[src/hw/act_pkg.sv]
package act_pkg;

    localparam int data_w = 16;

    // segment and table counts
    localparam int sig_segments   = 15;
    localparam int sig_bounds     = sig_segments - 1;
    localparam int exp_frac_steps = 9;
    localparam int exp_int_min    = -2;
    localparam int exp_int_steps  = 4;

    // fixed point sample, coefficient or result
    typedef logic signed [data_w-1:0]   data_t;
    typedef logic signed [2*data_w-1:0] prod_t;

    typedef logic [3:0] seg_idx_t;
    typedef logic [1:0] exp_int_idx_t;
    typedef logic [3:0] exp_frac_idx_t;

    typedef enum logic {
        ACT_SIGMOID = 1'b0,
        ACT_EXP     = 1'b1
    } act_func_e;

    typedef struct packed {
        data_t alpha;
        data_t bias;
        data_t x;
    } sig_coef_t;

    typedef struct packed {
        data_t int_exp;
        data_t frac_exp;
    } exp_factor_t;

    // scale a non-negative real by 2^frac_bits and round to nearest
    function automatic data_t to_fixed(real r, int frac_bits);
        return data_t'($rtoi(r * $itor(1 << frac_bits) + 0.5));
    endfunction

    // upper bound of segment i in half units
    function automatic data_t sig_thresholds(int i, int frac_bits);
        int halves;
        case (i)
            0:       halves = -16;
            1:       halves = -9;
            2:       halves = -6;
            3:       halves = -5;
            4:       halves = -4;
            5:       halves = -3;
            6:       halves = -2;
            7:       halves = 2;
            8:       halves = 3;
            9:       halves = 4;
            10:      halves = 5;
            11:      halves = 6;
            12:      halves = 9;
            13:      halves = 16;
            default: halves = 0;
        endcase
        return data_t'(halves * (1 << (frac_bits - 1)));
    endfunction

    // slopes are mirrored around the middle segment
    function automatic data_t sig_alpha(int seg, int frac_bits);
        real a;
        case (seg)
            1, 13:   a = 0.00247;
            2, 12:   a = 0.02415;
            3, 11:   a = 0.0639;
            4, 10:   a = 0.0831;
            5, 9:    a = 0.12891;
            6, 8:    a = 0.16351;
            7:       a = 0.23674;
            default: a = 0.0;
        endcase
        return to_fixed(a, frac_bits);
    endfunction

    function automatic data_t sig_bias(int seg, int frac_bits);
        real b;
        case (seg)
            1:       b = 0.01843;
            2:       b = 0.11599;
            3:       b = 0.23525;
            4:       b = 0.28325;
            5:       b = 0.37487;
            6:       b = 0.42677;
            7:       b = 0.5;
            8:       b = 0.57323;
            9:       b = 0.62513;
            10:      b = 0.71675;
            11:      b = 0.76475;
            12:      b = 0.88401;
            13:      b = 0.98157;
            14:      b = 1.0;
            default: b = 0.0;
        endcase
        return to_fixed(b, frac_bits);
    endfunction

    // e^n for n from exp_int_min upwards
    function automatic data_t exp_int_value(int n, int frac_bits);
        real e;
        case (n)
            -2:      e = 0.1353352832;
            -1:      e = 0.3678794412;
            0:       e = 1.0;
            1:       e = 2.7182818285;
            default: e = 0.0;
        endcase
        return to_fixed(e, frac_bits);
    endfunction

    // e^(k/8)
    function automatic data_t exp_frac_value(int k, int frac_bits);
        real e;
        case (k)
            0:       e = 1.0;
            1:       e = 1.1331484531;
            2:       e = 1.2840254167;
            3:       e = 1.4549914146;
            4:       e = 1.6487212707;
            5:       e = 1.8682459574;
            6:       e = 2.1170000166;
            7:       e = 2.3988752939;
            8:       e = 2.7182818285;
            default: e = 0.0;
        endcase
        return to_fixed(e, frac_bits);
    endfunction

endpackage

[src/hw/sigmoid_segment_lut.sv]
`timescale 1ns/10ps

module sigmoid_segment_lut #(
    parameter int frac_bits = 11
) (
    input  logic               M_AXI_ACLK,
    input  logic               rst,
    input  act_pkg::data_t     x,
    output act_pkg::sig_coef_t coef
);

    act_pkg::data_t    bound [act_pkg::sig_bounds];
    act_pkg::data_t    alpha_tab [act_pkg::sig_segments];
    act_pkg::data_t    bias_tab [act_pkg::sig_segments];
    act_pkg::seg_idx_t seg;

    // segment bounds are fixed at elaboration
    for (genvar g = 0; g < act_pkg::sig_bounds; g++) begin : g_bound
        localparam act_pkg::data_t bound_value = act_pkg::sig_thresholds(g, frac_bits);

        assign bound[g] = bound_value;
    end

    for (genvar g = 0; g < act_pkg::sig_segments; g++) begin : g_coef
        localparam act_pkg::data_t alpha_value = act_pkg::sig_alpha(g, frac_bits);
        localparam act_pkg::data_t bias_value  = act_pkg::sig_bias(g, frac_bits);

        assign alpha_tab[g] = alpha_value;
        assign bias_tab[g]  = bias_value;
    end

    // segment index is the number of bounds strictly below x
    always_comb begin
        seg = '0;
        for (int i = 0; i < act_pkg::sig_bounds; i++) begin
            if (x > bound[i]) begin
                seg = seg + act_pkg::seg_idx_t'(1);
            end
        end
    end

    always_ff @(posedge M_AXI_ACLK) begin
        if (rst) begin
            coef <= '0;
        end else begin
            coef.alpha <= alpha_tab[seg];
            coef.bias  <= bias_tab[seg];
            // sample rides along for the multiply
            coef.x     <= x;
        end
    end

    seg_range_a: assert property (
        @(posedge M_AXI_ACLK) disable iff (rst)
        seg < act_pkg::seg_idx_t'(act_pkg::sig_segments)
    );

endmodule

[src/hw/exp_split_lut.sv]
`timescale 1ns/10ps

module exp_split_lut #(
    parameter int frac_bits = 11
) (
    input  logic                 M_AXI_ACLK,
    input  logic                 rst,
    input  act_pkg::data_t       x,
    output act_pkg::exp_factor_t factors
);

    // clamp window is -2 up to 2 minus one lsb
    localparam act_pkg::data_t x_min =
        act_pkg::data_t'(act_pkg::exp_int_min * (1 << frac_bits));
    localparam act_pkg::data_t x_max =
        act_pkg::data_t'((act_pkg::exp_int_min + act_pkg::exp_int_steps) * (1 << frac_bits) - 1);
    localparam act_pkg::data_t half_step = act_pkg::data_t'(1 << (frac_bits - 4));

    act_pkg::data_t         int_tab [act_pkg::exp_int_steps];
    act_pkg::data_t         frac_tab [act_pkg::exp_frac_steps];
    act_pkg::data_t         xc;
    act_pkg::data_t         n;
    act_pkg::data_t         f;
    act_pkg::data_t         int_ofs;
    act_pkg::data_t         frac_ofs;
    act_pkg::exp_int_idx_t  int_idx;
    act_pkg::exp_frac_idx_t frac_idx;

    for (genvar g = 0; g < act_pkg::exp_int_steps; g++) begin : g_int
        localparam act_pkg::data_t int_value =
            act_pkg::exp_int_value(g + act_pkg::exp_int_min, frac_bits);

        assign int_tab[g] = int_value;
    end

    for (genvar g = 0; g < act_pkg::exp_frac_steps; g++) begin : g_frac
        localparam act_pkg::data_t frac_value = act_pkg::exp_frac_value(g, frac_bits);

        assign frac_tab[g] = frac_value;
    end

    always_comb begin
        if (x < x_min) begin
            xc = x_min;
        end else if (x > x_max) begin
            xc = x_max;
        end else begin
            xc = x;
        end
        // floor and then the non-negative remainder
        n        = xc >>> frac_bits;
        f        = xc - (n <<< frac_bits);
        int_ofs  = n - act_pkg::data_t'(act_pkg::exp_int_min);
        // rounding to the nearest eighth can reach k = 8
        frac_ofs = (f + half_step) >>> (frac_bits - 3);
    end

    assign int_idx  = act_pkg::exp_int_idx_t'(int_ofs);
    assign frac_idx = act_pkg::exp_frac_idx_t'(frac_ofs);

    always_ff @(posedge M_AXI_ACLK) begin
        if (rst) begin
            factors <= '0;
        end else begin
            factors.int_exp  <= int_tab[int_idx];
            factors.frac_exp <= frac_tab[frac_idx];
        end
    end

    int_idx_a: assert property (
        @(posedge M_AXI_ACLK) disable iff (rst)
        int_ofs >= 0 && int_ofs < act_pkg::data_t'(act_pkg::exp_int_steps)
    );

    frac_idx_a: assert property (
        @(posedge M_AXI_ACLK) disable iff (rst)
        frac_ofs >= 0 && frac_ofs < act_pkg::data_t'(act_pkg::exp_frac_steps)
    );

endmodule

[src/hw/act_combine.sv]
`timescale 1ns/10ps

module act_combine #(
    parameter int frac_bits = 11
) (
    input  logic                 M_AXI_ACLK,
    input  logic                 rst,
    input  act_pkg::act_func_e   func,
    input  act_pkg::sig_coef_t   coef,
    input  act_pkg::exp_factor_t factors,
    output act_pkg::data_t       y
);

    act_pkg::act_func_e func_d;
    act_pkg::prod_t     prod;
    act_pkg::data_t     term;
    act_pkg::data_t     offset;
    act_pkg::data_t     term_q;
    act_pkg::data_t     offset_q;

    // func lines up with the lookup registers
    always_ff @(posedge M_AXI_ACLK) begin
        if (rst) begin
            func_d <= act_pkg::ACT_SIGMOID;
        end else begin
            func_d <= func;
        end
    end

    always_comb begin
        if (func_d == act_pkg::ACT_EXP) begin
            prod   = factors.int_exp * factors.frac_exp;
            offset = '0;
        end else begin
            prod   = coef.alpha * coef.x;
            offset = coef.bias;
        end
        // back to frac_bits fractional bits
        term = act_pkg::data_t'(prod >>> frac_bits);
    end

    // stage one holds the scaled product and pending offset
    always_ff @(posedge M_AXI_ACLK) begin
        if (rst) begin
            term_q   <= '0;
            offset_q <= '0;
        end else begin
            term_q   <= term;
            offset_q <= offset;
        end
    end

    // stage two
    always_ff @(posedge M_AXI_ACLK) begin
        if (rst) begin
            y <= '0;
        end else begin
            y <= term_q + offset_q;
        end
    end

    func_known_a: assert property (
        @(posedge M_AXI_ACLK) disable iff (rst)
        !$isunknown(func_d) && func_d inside {act_pkg::ACT_SIGMOID, act_pkg::ACT_EXP}
    );

endmodule

[src/hw/activation_unit.sv]
`timescale 1ns/10ps

module activation_unit #(
    parameter int frac_bits = 11
) (
    input  logic               M_AXI_ACLK,
    input  logic               rst,
    input  act_pkg::data_t     x,
    input  act_pkg::act_func_e func,
    output act_pkg::data_t     y
);

    act_pkg::sig_coef_t   coef;
    act_pkg::exp_factor_t factors;

    // both lookups see every sample
    sigmoid_segment_lut #(
        .frac_bits(frac_bits)
    ) sig_lut_i (
        .M_AXI_ACLK(M_AXI_ACLK),
        .rst       (rst),
        .x         (x),
        .coef      (coef)
    );

    exp_split_lut #(
        .frac_bits(frac_bits)
    ) exp_lut_i (
        .M_AXI_ACLK(M_AXI_ACLK),
        .rst       (rst),
        .x         (x),
        .factors   (factors)
    );

    act_combine #(
        .frac_bits(frac_bits)
    ) combine_i (
        .M_AXI_ACLK(M_AXI_ACLK),
        .rst       (rst),
        .func      (func),
        .coef      (coef),
        .factors   (factors),
        .y         (y)
    );

endmodule

[config.mk]
export PLATFORM = sky130hd
export DESIGN_NAME = activation_unit
export DESIGN_NICKNAME = d
export VERILOG_FILES = /design/src/hw/act_pkg.sv /design/src/hw/sigmoid_segment_lut.sv /design/src/hw/exp_split_lut.sv /design/src/hw/act_combine.sv /design/src/hw/activation_unit.sv
export SDC_FILE = /design/constraint.sdc
export NUM_CORES = 1
export LEC_CHECK = 0
export BUFFER_PORTS_ARGS = -buffer_cell sky130_fd_sc_hd__buf_4
export CAP_MARGIN = 20
export CORE_MARGIN = 10
export CORE_UTILIZATION = 65
export DETAILED_ROUTE_END_ITERATION = 10
export GPL_ROUTABILITY_DRIVEN = 0
export PLACE_DENSITY = 0.78
export SYNTH_ARGS = -nofsm -noshare
export SYNTH_HDL_FRONTEND = slang
export SYNTH_SLANG_ARGS = --single-unit
export TNS_END_PERCENT = 10
[constraint.sdc]
create_clock -name M_AXI_ACLK -period 32.1 [get_ports M_AXI_ACLK]
set_clock_uncertainty 0.05 [all_clocks]
set_input_delay 4.815 -clock M_AXI_ACLK [delete_from_list [all_inputs] [get_ports M_AXI_ACLK]]
set_output_delay 4.815 -clock M_AXI_ACLK [all_outputs]
set_load 0.005 [all_outputs]
# ---- Word-level counts from Yosys, hierarchy flattened
# Memories as Yosys holds them, arrays and structs flattened. A register that Yosys moved wholly into a read port is not among the register bits.
# Cells that the tools add are included.
dict set report op_classes {
  order_cmp 17
  multipliers 2
  bitwise 3
  add_sub_neg 17
  reduce_logical 1
  n_mux 20
}
# operator count
set ops {}
lappend ops {{$gt 16x13->1 const B} 5}
lappend ops {{$gt 16x14->1 const B} 5}
lappend ops {{$mul 16x16->27} 2}
lappend ops {{$mux 4} 13}
lappend ops {{$add 4x1->4 const B} 12}
lappend ops {{$gt 16x15->1 const B} 3}
lappend ops {{$bmux 16 s2} 1}
lappend ops {{$mux 16} 2}
lappend ops {{$mux 27} 1}
lappend ops {{$mux 13} 2}
lappend ops {{$add 16x16->16} 1}
lappend ops {{$gt 16x12->1 const B} 1}
lappend ops {{$gt 16x16->1 const B} 1}
lappend ops {{$lt 16x13->1 const B} 1}
lappend ops {{$add 12x9->12 const B} 1}
lappend ops {{$sub 12x12->12} 1}
lappend ops {{$not 4->5} 2}
lappend ops {{$ge 3x3->1 const B} 1}
lappend ops {{$not 2->3} 1}
lappend ops {{$add 1x1->2 const B} 1}
lappend ops {{$reduce_or 2->1} 1}
lappend ops {{$sub 2x2->2 const B} 1}
lappend ops {{$mux 1} 1}
dict set report word_totals {
  rom_bits 768
  input_bits 19
  reg_bits 81
  n_memories 3
  wordCells 69
  out_inout_bits 16
}
# name depth width read_ports rd_ports_with_merged_regs write_ports line_no
set memory_table {}
lappend memory_table {{(name not given)} 16 16 1 1 0 exp_split_lut.sv:66} ;# factors.frac_exp <= frac_tab[frac_idx];
lappend memory_table {{(name not given)} 16 16 1 1 0 sigmoid_segment_lut.sv:46} ;# coef.alpha <= alpha_tab[seg];
lappend memory_table {{(name not given)} 16 16 1 1 0 sigmoid_segment_lut.sv:47} ;# coef.bias <= bias_tab[seg];

# ---- Longest topological paths before layout
dict set report logic_depth {
  ltp_word 29
  mapped_depth 51
  depth_no_buf 50
}

# ---- By module
# Synthesis repeated with hierarchy kept, for this count alone.
dict set report hier_totals {
  cells_unflattened 2644
  area_unflattened_um2 23352.4
}
# mod cells_per_inst n_inst seq_area_each_um2 area_each_um2
set modules_own_cells {}
lappend modules_own_cells {act_combine 2063 1 980.9 18595.3}
lappend modules_own_cells {sigmoid_segment_lut 402 1 720.7 3331.9}
lappend modules_own_cells {exp_split_lut 179 1 380.4 1425.1}

# ---- Worst setup path before layout
# OpenSTA, ideal clock, no wires.
dict set report synth_path {
  kind {input -> register}
  from {in x[4]}
  to {reg, netlist name sig_lut_i.coef[22]}
  path_stages 46
  t_arrival_ps 13624
  setup_ps 71
  slack_ps 18355
  required_time_ps 31979
  path_buffers 2
  path_cell_list {nor4_4 -> a31oi_4 -> and3_1 -> o21ai_0 -> and2_1 -> inv_1 -> ha_1 -> or4_4 -> and2_4 -> buf_6 -> inv_1 -> ha_1 -> or4_1 -> nor3_1 -> a221o_1 -> nor2_1 -> ha_1 -> nand2_1 -> [... 10 more ...] -> nor2_1 -> a31o_2 -> ha_1 -> mux2_2 -> a31oi_1 -> inv_1 -> ha_1 -> nand2_1 -> o21ai_0 -> ha_1 -> mux2_2 -> ha_1 -> mux2i_1 -> clkbuf_1 -> ha_1 -> inv_1 -> or3_1 -> a21oi_1}
}
dict set report synth_between {
  elab_chain_len 29
  word_cells_on_any_way 42
  classes_between {add/sub (13); order compare (14); mux (14); bitwise (1)}
}
# item line_no
set synth_rtl {}
lappend synth_rtl {{start, declared} activation_unit.sv:8} ;# input act_pkg::data_t x,
lappend synth_rtl {{$gt 16x15->1} sigmoid_segment_lut.sv:36} ;# if (x > bound[i]) begin
lappend synth_rtl {{$mux 1} sigmoid_segment_lut.sv:36}
lappend synth_rtl {{$add 1x1->2} sigmoid_segment_lut.sv:37} ;# seg = seg + act_pkg::seg_idx_t'(1);
lappend synth_rtl {{$mux 4} sigmoid_segment_lut.sv:36}
lappend synth_rtl {{$add 4x1->4} sigmoid_segment_lut.sv:37}
lappend synth_rtl {{$mux 4} sigmoid_segment_lut.sv:36}
lappend synth_rtl {{$add 4x1->4} sigmoid_segment_lut.sv:37}
lappend synth_rtl {{$mux 4} sigmoid_segment_lut.sv:36}
lappend synth_rtl {{[... 13 more ...]} -}
lappend synth_rtl {{$mux 4} sigmoid_segment_lut.sv:36}
lappend synth_rtl {{$add 4x1->4} sigmoid_segment_lut.sv:37}
lappend synth_rtl {{$mux 4} sigmoid_segment_lut.sv:36}
lappend synth_rtl {{$add 4x1->4} sigmoid_segment_lut.sv:37}
lappend synth_rtl {{$mux 4} sigmoid_segment_lut.sv:36}
lappend synth_rtl {{$add 4x1->4} sigmoid_segment_lut.sv:37}
lappend synth_rtl {{$mux 4 (*)} sigmoid_segment_lut.sv:36}
lappend synth_rtl {{$not 4->5 (not written as such) (*)} sigmoid_segment_lut.sv:47}
# Every way passes the cells marked *; elsewhere a longest branch is shown, timed or not.
# A chain may end at the register's enable or synchronous reset.

# ---- Worst setup path in the final report
dict set report layout_path {
  from {in x[4]}
  to {reg, netlist name sig_lut_i.coef[23]}
}
dict set report layout_between {
  elab_chain_len 29
  word_cells_on_any_way 42
  classes_between {add/sub (13); order compare (14); mux (14); bitwise (1)}
}
# item line_no
set layout_rtl {}
lappend layout_rtl {{$gt 16x15->1} sigmoid_segment_lut.sv:36}
lappend layout_rtl {{$mux 1} sigmoid_segment_lut.sv:36}
lappend layout_rtl {{$add 1x1->2} sigmoid_segment_lut.sv:37}
lappend layout_rtl {{$mux 4} sigmoid_segment_lut.sv:36}
lappend layout_rtl {{$add 4x1->4} sigmoid_segment_lut.sv:37}
lappend layout_rtl {{$mux 4} sigmoid_segment_lut.sv:36}
lappend layout_rtl {{$add 4x1->4} sigmoid_segment_lut.sv:37}
lappend layout_rtl {{$mux 4} sigmoid_segment_lut.sv:36}
lappend layout_rtl {{[... 13 more ...]} -}
lappend layout_rtl {{$mux 4} sigmoid_segment_lut.sv:36}
lappend layout_rtl {{$add 4x1->4} sigmoid_segment_lut.sv:37}
lappend layout_rtl {{$mux 4} sigmoid_segment_lut.sv:36}
lappend layout_rtl {{$add 4x1->4} sigmoid_segment_lut.sv:37}
lappend layout_rtl {{$mux 4} sigmoid_segment_lut.sv:36}
lappend layout_rtl {{$add 4x1->4} sigmoid_segment_lut.sv:37}
lappend layout_rtl {{$mux 4 (*)} sigmoid_segment_lut.sv:36}
lappend layout_rtl {{$not 4->5 (not written as such) (*)} sigmoid_segment_lut.sv:47}
# Marked as above.

==> metrics.txt <==
# TYPE chip_impl_metric gauge
chip_impl_metric{name="antenna_cells",unit=""} 0
chip_impl_metric{name="p_leak",unit="nW"} 8.872
chip_impl_metric{name="die_area",unit="um^2"} 30390
chip_impl_metric{name="io_buffer_count",unit=""} 34
chip_impl_metric{name="fin_worst_hold_slack",unit="ns"} 0.4093
chip_impl_metric{name="areaGrowthSynthToFinish",unit="%"} 4.882
chip_impl_metric{name="yosys.area_share.simple",unit="%"} 16.03
chip_impl_metric{name="max_cap_violations",unit=""} 0
chip_impl_metric{name="finalSetupViolCount",unit=""} 0
chip_impl_metric{name="grt_antenna_before_repair",unit=""} 0
chip_impl_metric{name="syn-cell-area",unit="um^2"} 15480
chip_impl_metric{name="postCtsSetupBuffers",unit=""} 0
chip_impl_metric{name="share_of_post_route_cells_with_drive_strength_above_1",unit="%"} 4.914
chip_impl_metric{name="vias",unit=""} 11309
chip_impl_metric{name="yosys_warnings",unit=""} 0
chip_impl_metric{name="max_freq",unit="GHz"} 0.06752
chip_impl_info{name="rsz0062_at_grt",value="false"} 1
chip_impl_info{name="outcome",value="finished, final reports clean"} 1
chip_impl_info{name="setup.worst_path.class",value="primary input to flop"} 1
chip_impl_metric{name="syn_nets",unit=""} 2171
chip_impl_metric{name="min_period_over_period",unit="%"} 46.14
chip_impl_metric{name="drt_iter0_markers",unit=""} 810
chip_impl_info{name="tritoncts",value="built"} 1
chip_impl_metric{name="max_slew_margin",unit="%"} 34.43
chip_impl_metric{name="die_width",unit="um"} 174.3
chip_impl_metric{name="path_clk_slew",unit="ns"} 0.08
chip_impl_metric{name="globalRouteMet1Util",unit="%"} 30.38
chip_impl_metric{name="firstDrtPassIters",unit=""} 5
chip_impl_info{name="grt_most_used_layer",value="met2"} 1
chip_impl_metric{name="cts_inserted_buffers",unit=""} 9
chip_impl_info{name="ys_top_cells_by_area",value="sky130_fd_sc_hd__fa_1 28%, sky130_fd_sc_hd__ha_1 20%, sky130_fd_sc_hd__dfxtp_1 13%, sky130_fd_sc_hd__inv_1 7.5%, sky130_fd_sc_hd__and2_1 5.7%"} 1
chip_impl_metric{name="global_route_wire_length_before_repair",unit="um"} 57320
chip_impl_metric{name="clkLatencyLatePin",unit="ns"} 0.36
chip_impl_info{name="worst_min_delay_path_category",value="flop to flop"} 1
chip_impl_metric{name="layout.area.seq",unit="um^2"} 1982
chip_impl_metric{name="multiplexer_area_fraction_after_synthesis",unit="%"} 0.8729
chip_impl_metric{name="count_of_antenna_violating_nets_left_after_detailed_routing",unit=""} 0
chip_impl_metric{name="timing_worst_slew_pin_value",unit="ns"} 0.9563
chip_impl_metric{name="met2_usage",unit="%"} 37.53
chip_impl_metric{name="drt_drc_violations_left",unit=""} 0
chip_impl_info{name="critPathMostFrequentCell",value="sky130_fd_sc_hd__ha_1"} 1
chip_impl_metric{name="drt-wirelength-per-cell",unit="um"} 16.66
chip_impl_metric{name="clock_sink_count",unit=""} 99
chip_impl_metric{name="synth-async-reset-ratio",unit="%"} 0
chip_impl_info{name="synth.largest_area_cell",value="sky130_fd_sc_hd__fa_1"} 1
chip_impl_metric{name="first_global_vias",unit=""} 11831
chip_impl_metric{name="globalRouteMet3Util",unit="%"} 3.554
chip_impl_metric{name="grtUsageTotal",unit="%"} 22.82
chip_impl_metric{name="final_net_count",unit=""} 2163
chip_impl_metric{name="synth_edf_count",unit=""} 0
chip_impl_metric{name="fillers",unit=""} 1845
chip_impl_metric{name="xor_xnor_share_of_the_synthesized_area",unit="%"} 4.631
chip_impl_metric{name="routed_via_density",unit=""} 5.632
chip_impl_metric{name="maximum_number_of_pins_on_one_net_before_global_route_repair",unit=""} 85
chip_impl_metric{name="power.density_cell_area",unit="nW/um^2"} 55.62
chip_impl_metric{name="post_synth_num_cell_types",unit=""} 77
chip_impl_metric{name="start_util",unit="%"} 65.95
chip_impl_metric{name="design.core.area",unit="um^2"} 23470
chip_impl_metric{name="multiInputGateArea",unit="um^2"} 12120
chip_impl_metric{name="netlist.area_leader.share",unit="%"} 27.93
chip_impl_metric{name="netlist_instances",unit=""} 1692
chip_impl_info{name="yosys_most_used_dff",value="sky130_fd_sc_hd__dfxtp_1"} 1
chip_impl_metric{name="globalRoute.totalOverflow",unit=""} 0
chip_impl_metric{name="totalNegativeSetupSlack",unit="ns"} 0
chip_impl_info{name="cell_chosen_for_the_clock_root",value="sky130_fd_sc_hd__clkbuf_16"} 1
chip_impl_metric{name="die_height",unit="um"} 174.3
chip_impl_metric{name="seq_cells_post_synth",unit=""} 99
chip_impl_metric{name="critPathRequiredTime",unit="ns"} 32.25
chip_impl_metric{name="crit_fanout",unit=""} 13
chip_impl_metric{name="post_synth_fa_ha_maj_area_fraction",unit="%"} 47.66
chip_impl_metric{name="clockBufferDepth",unit=""} 2
chip_impl_metric{name="detail_route.wirelength",unit="um"} 33440
chip_impl_info{name="end_kind",value="flop"} 1
chip_impl_metric{name="row_count",unit=""} 56
chip_impl_metric{name="final_period_demand_of_the_worst_path",unit="ns"} 14.81
chip_impl_metric{name="synth-seq-area-share",unit="%"} 12.80
chip_impl_metric{name="worst_ep_arrival_time",unit="ns"} 14.96
chip_impl_metric{name="cp_slowest_stage_delay",unit="ns"} 0.75
chip_impl_metric{name="ctsResizeCount",unit=""} 0
chip_impl_metric{name="cts.hold.buffers_added",unit=""} 0
chip_impl_metric{name="synth_compound_area_share",unit="%"} 9.101
chip_impl_info{name="timing.critical_path.from_type",value="primary input"} 1
chip_impl_metric{name="syn_avg_cell_area",unit="um^2"} 9.149
chip_impl_metric{name="final-max-slew-violation-count",unit=""} 0
chip_impl_metric{name="power.ir.vdd_worst",unit="V"} 0.00003585
chip_impl_metric{name="dp.final_hpwl",unit="um"} 28340
chip_impl_metric{name="deepest_level_of_the_cts_h_tree",unit=""} 3
chip_impl_info{name="combinational_family_with_the_most_area_after_synthesis",value="adder cells"} 1
chip_impl_metric{name="timing_hold_violations_final",unit=""} 0
chip_impl_info{name="slowest_stage_cell_crit_path",value="sky130_fd_sc_hd__mux2i_1"} 1
chip_impl_metric{name="floorplan.io_pins",unit=""} 35
## routing by layer
layer | vias to the layer above | part of all wire [%]
met1 | 5507 | 44
met5 | - | 0
met3 | 61 | 6.0
li1 | 5374 | -
met2 | 367 | 47
met4 | 0 | 2.6
## path summary, 6_finish.rpt
| path | slack (ns) | to | cells past startpoint | startpoint |
|---|---|---|---|---|
| min reg2reg | 0.41 | combine_i.y[0] | 1 | combine_i.term_q[0] |
| max reg2reg | 25.00 | combine_i.term_q[14] | 21 | sig_lut_i.coef[36] |
| max | 17.29 | sig_lut_i.coef[23] | 46 | x[4] |
| min | 0.41 | combine_i.y[0] | 1 | combine_i.term_q[0] |
## state kept, by name, indices dropped and copies added (netlist names)
name                flops
combine_i.offset_q     11
combine_i.term_q       16
combine_i.func_d        1
combine_i.y            16
exp_lut_i.factors      19
sig_lut_i.coef         36
## layout make-up
type,instances,share of cell area (%)
timing repair buffer,34,1.572
multi-input combinational,1229,74.65
tap,319,2.458
clock buffer,9,1.387
sequential,99,12.21
inverter,311,7.190
clock inverter,7,0.5395
## Yosys cell counts (29+ instances only)
cell type and number:
sky130_fd_sc_hd__inv_1 309, sky130_fd_sc_hd__ha_1 244, sky130_fd_sc_hd__fa_1 216, sky130_fd_sc_hd__and2_1 140, sky130_fd_sc_hd__nand2_1 139, sky130_fd_sc_hd__dfxtp_1 99
sky130_fd_sc_hd__nor2_1 77, sky130_fd_sc_hd__a21oi_1 70, sky130_fd_sc_hd__clkbuf_1 50, sky130_fd_sc_hd__o21ai_0 39, sky130_fd_sc_hd__xnor2_1 34, sky130_fd_sc_hd__nor2b_1 29
## power by group
group | internal, mW | switching (mW)
clock | 0.0625 | 0.0516
sequential | 0.148 | 0.0380
combinational | 0.260 | 0.343
total | 0.471 | 0.432
## critical path: cells and delay by family
kind | cells | cell delay, ns
xor+xnor | 1 | 0.18
buf+inv | 5 | 0.48
compound gates | 10 | 1.81
mux | 3 | 1.32
simple gates | 15 | 2.74
fa+ha+maj | 12 | 3.59
## kinds of logic after synthesis
| kind of cell | count (synthesis) |
|---|---|
| AND/OR/NAND/NOR | 474 |
| multiplexers | 13 |
| adder cells (fa/ha/maj) | 460 |
| XOR/XNOR | 67 |
| AO/OA/AOI/OAI | 215 |
| buffers and inverters | 364 |
| flip-flops | 99 |
## cells in the final DEF (no fill, tap or decap), types with 4 or more instances in the layout
cell type                     n
sky130_fd_sc_hd__inv_1      309
sky130_fd_sc_hd__ha_1       244
sky130_fd_sc_hd__fa_1       216
sky130_fd_sc_hd__and2_1     140
sky130_fd_sc_hd__nand2_1    139
sky130_fd_sc_hd__dfxtp_1     99
sky130_fd_sc_hd__nor2_1      77
sky130_fd_sc_hd__a21oi_1     70
sky130_fd_sc_hd__o21ai_0     39
sky130_fd_sc_hd__xnor2_1     34
sky130_fd_sc_hd__buf_4       34
sky130_fd_sc_hd__nor2b_1     29
sky130_fd_sc_hd__xor2_1      24
sky130_fd_sc_hd__nor3_1      16
sky130_fd_sc_hd__a21o_1      16
sky130_fd_sc_hd__nand2b_1    15
sky130_fd_sc_hd__a211oi_1    12
sky130_fd_sc_hd__o21a_1       9
sky130_fd_sc_hd__and3_1       9
sky130_fd_sc_hd__mux2i_1      9
sky130_fd_sc_hd__clkbuf_16    9
sky130_fd_sc_hd__nand3_1      8
sky130_fd_sc_hd__o21bai_1     8
sky130_fd_sc_hd__nand4_1      7
sky130_fd_sc_hd__or3_1        7
sky130_fd_sc_hd__o31ai_1      6
sky130_fd_sc_hd__a31oi_1      6
sky130_fd_sc_hd__a21boi_0     5
sky130_fd_sc_hd__o211ai_1     5
sky130_fd_sc_hd__xnor3_1      5
sky130_fd_sc_hd__or2_2        4
sky130_fd_sc_hd__mux2_2       4
sky130_fd_sc_hd__o21ai_1      4
## stage by stage
stage          setup slack [ns]  cell area (um^2)  power (mW)  cells  utilization, %
3_5_place_dp              17.10             15920      0.7869   1992           67.84
5_1_grt                   16.68             16240       1.002   2008           69.17
2_1_floorplan             18.36             15480      0.6404   1692               -
6_report                  17.29             16240      0.9030   2008           69.17
3_3_place_gp              17.50             15920      0.7635   1992           67.84
4_1_cts                   17.42             16240      0.9103   2008           69.17
(Power assumes the default switching activity.)
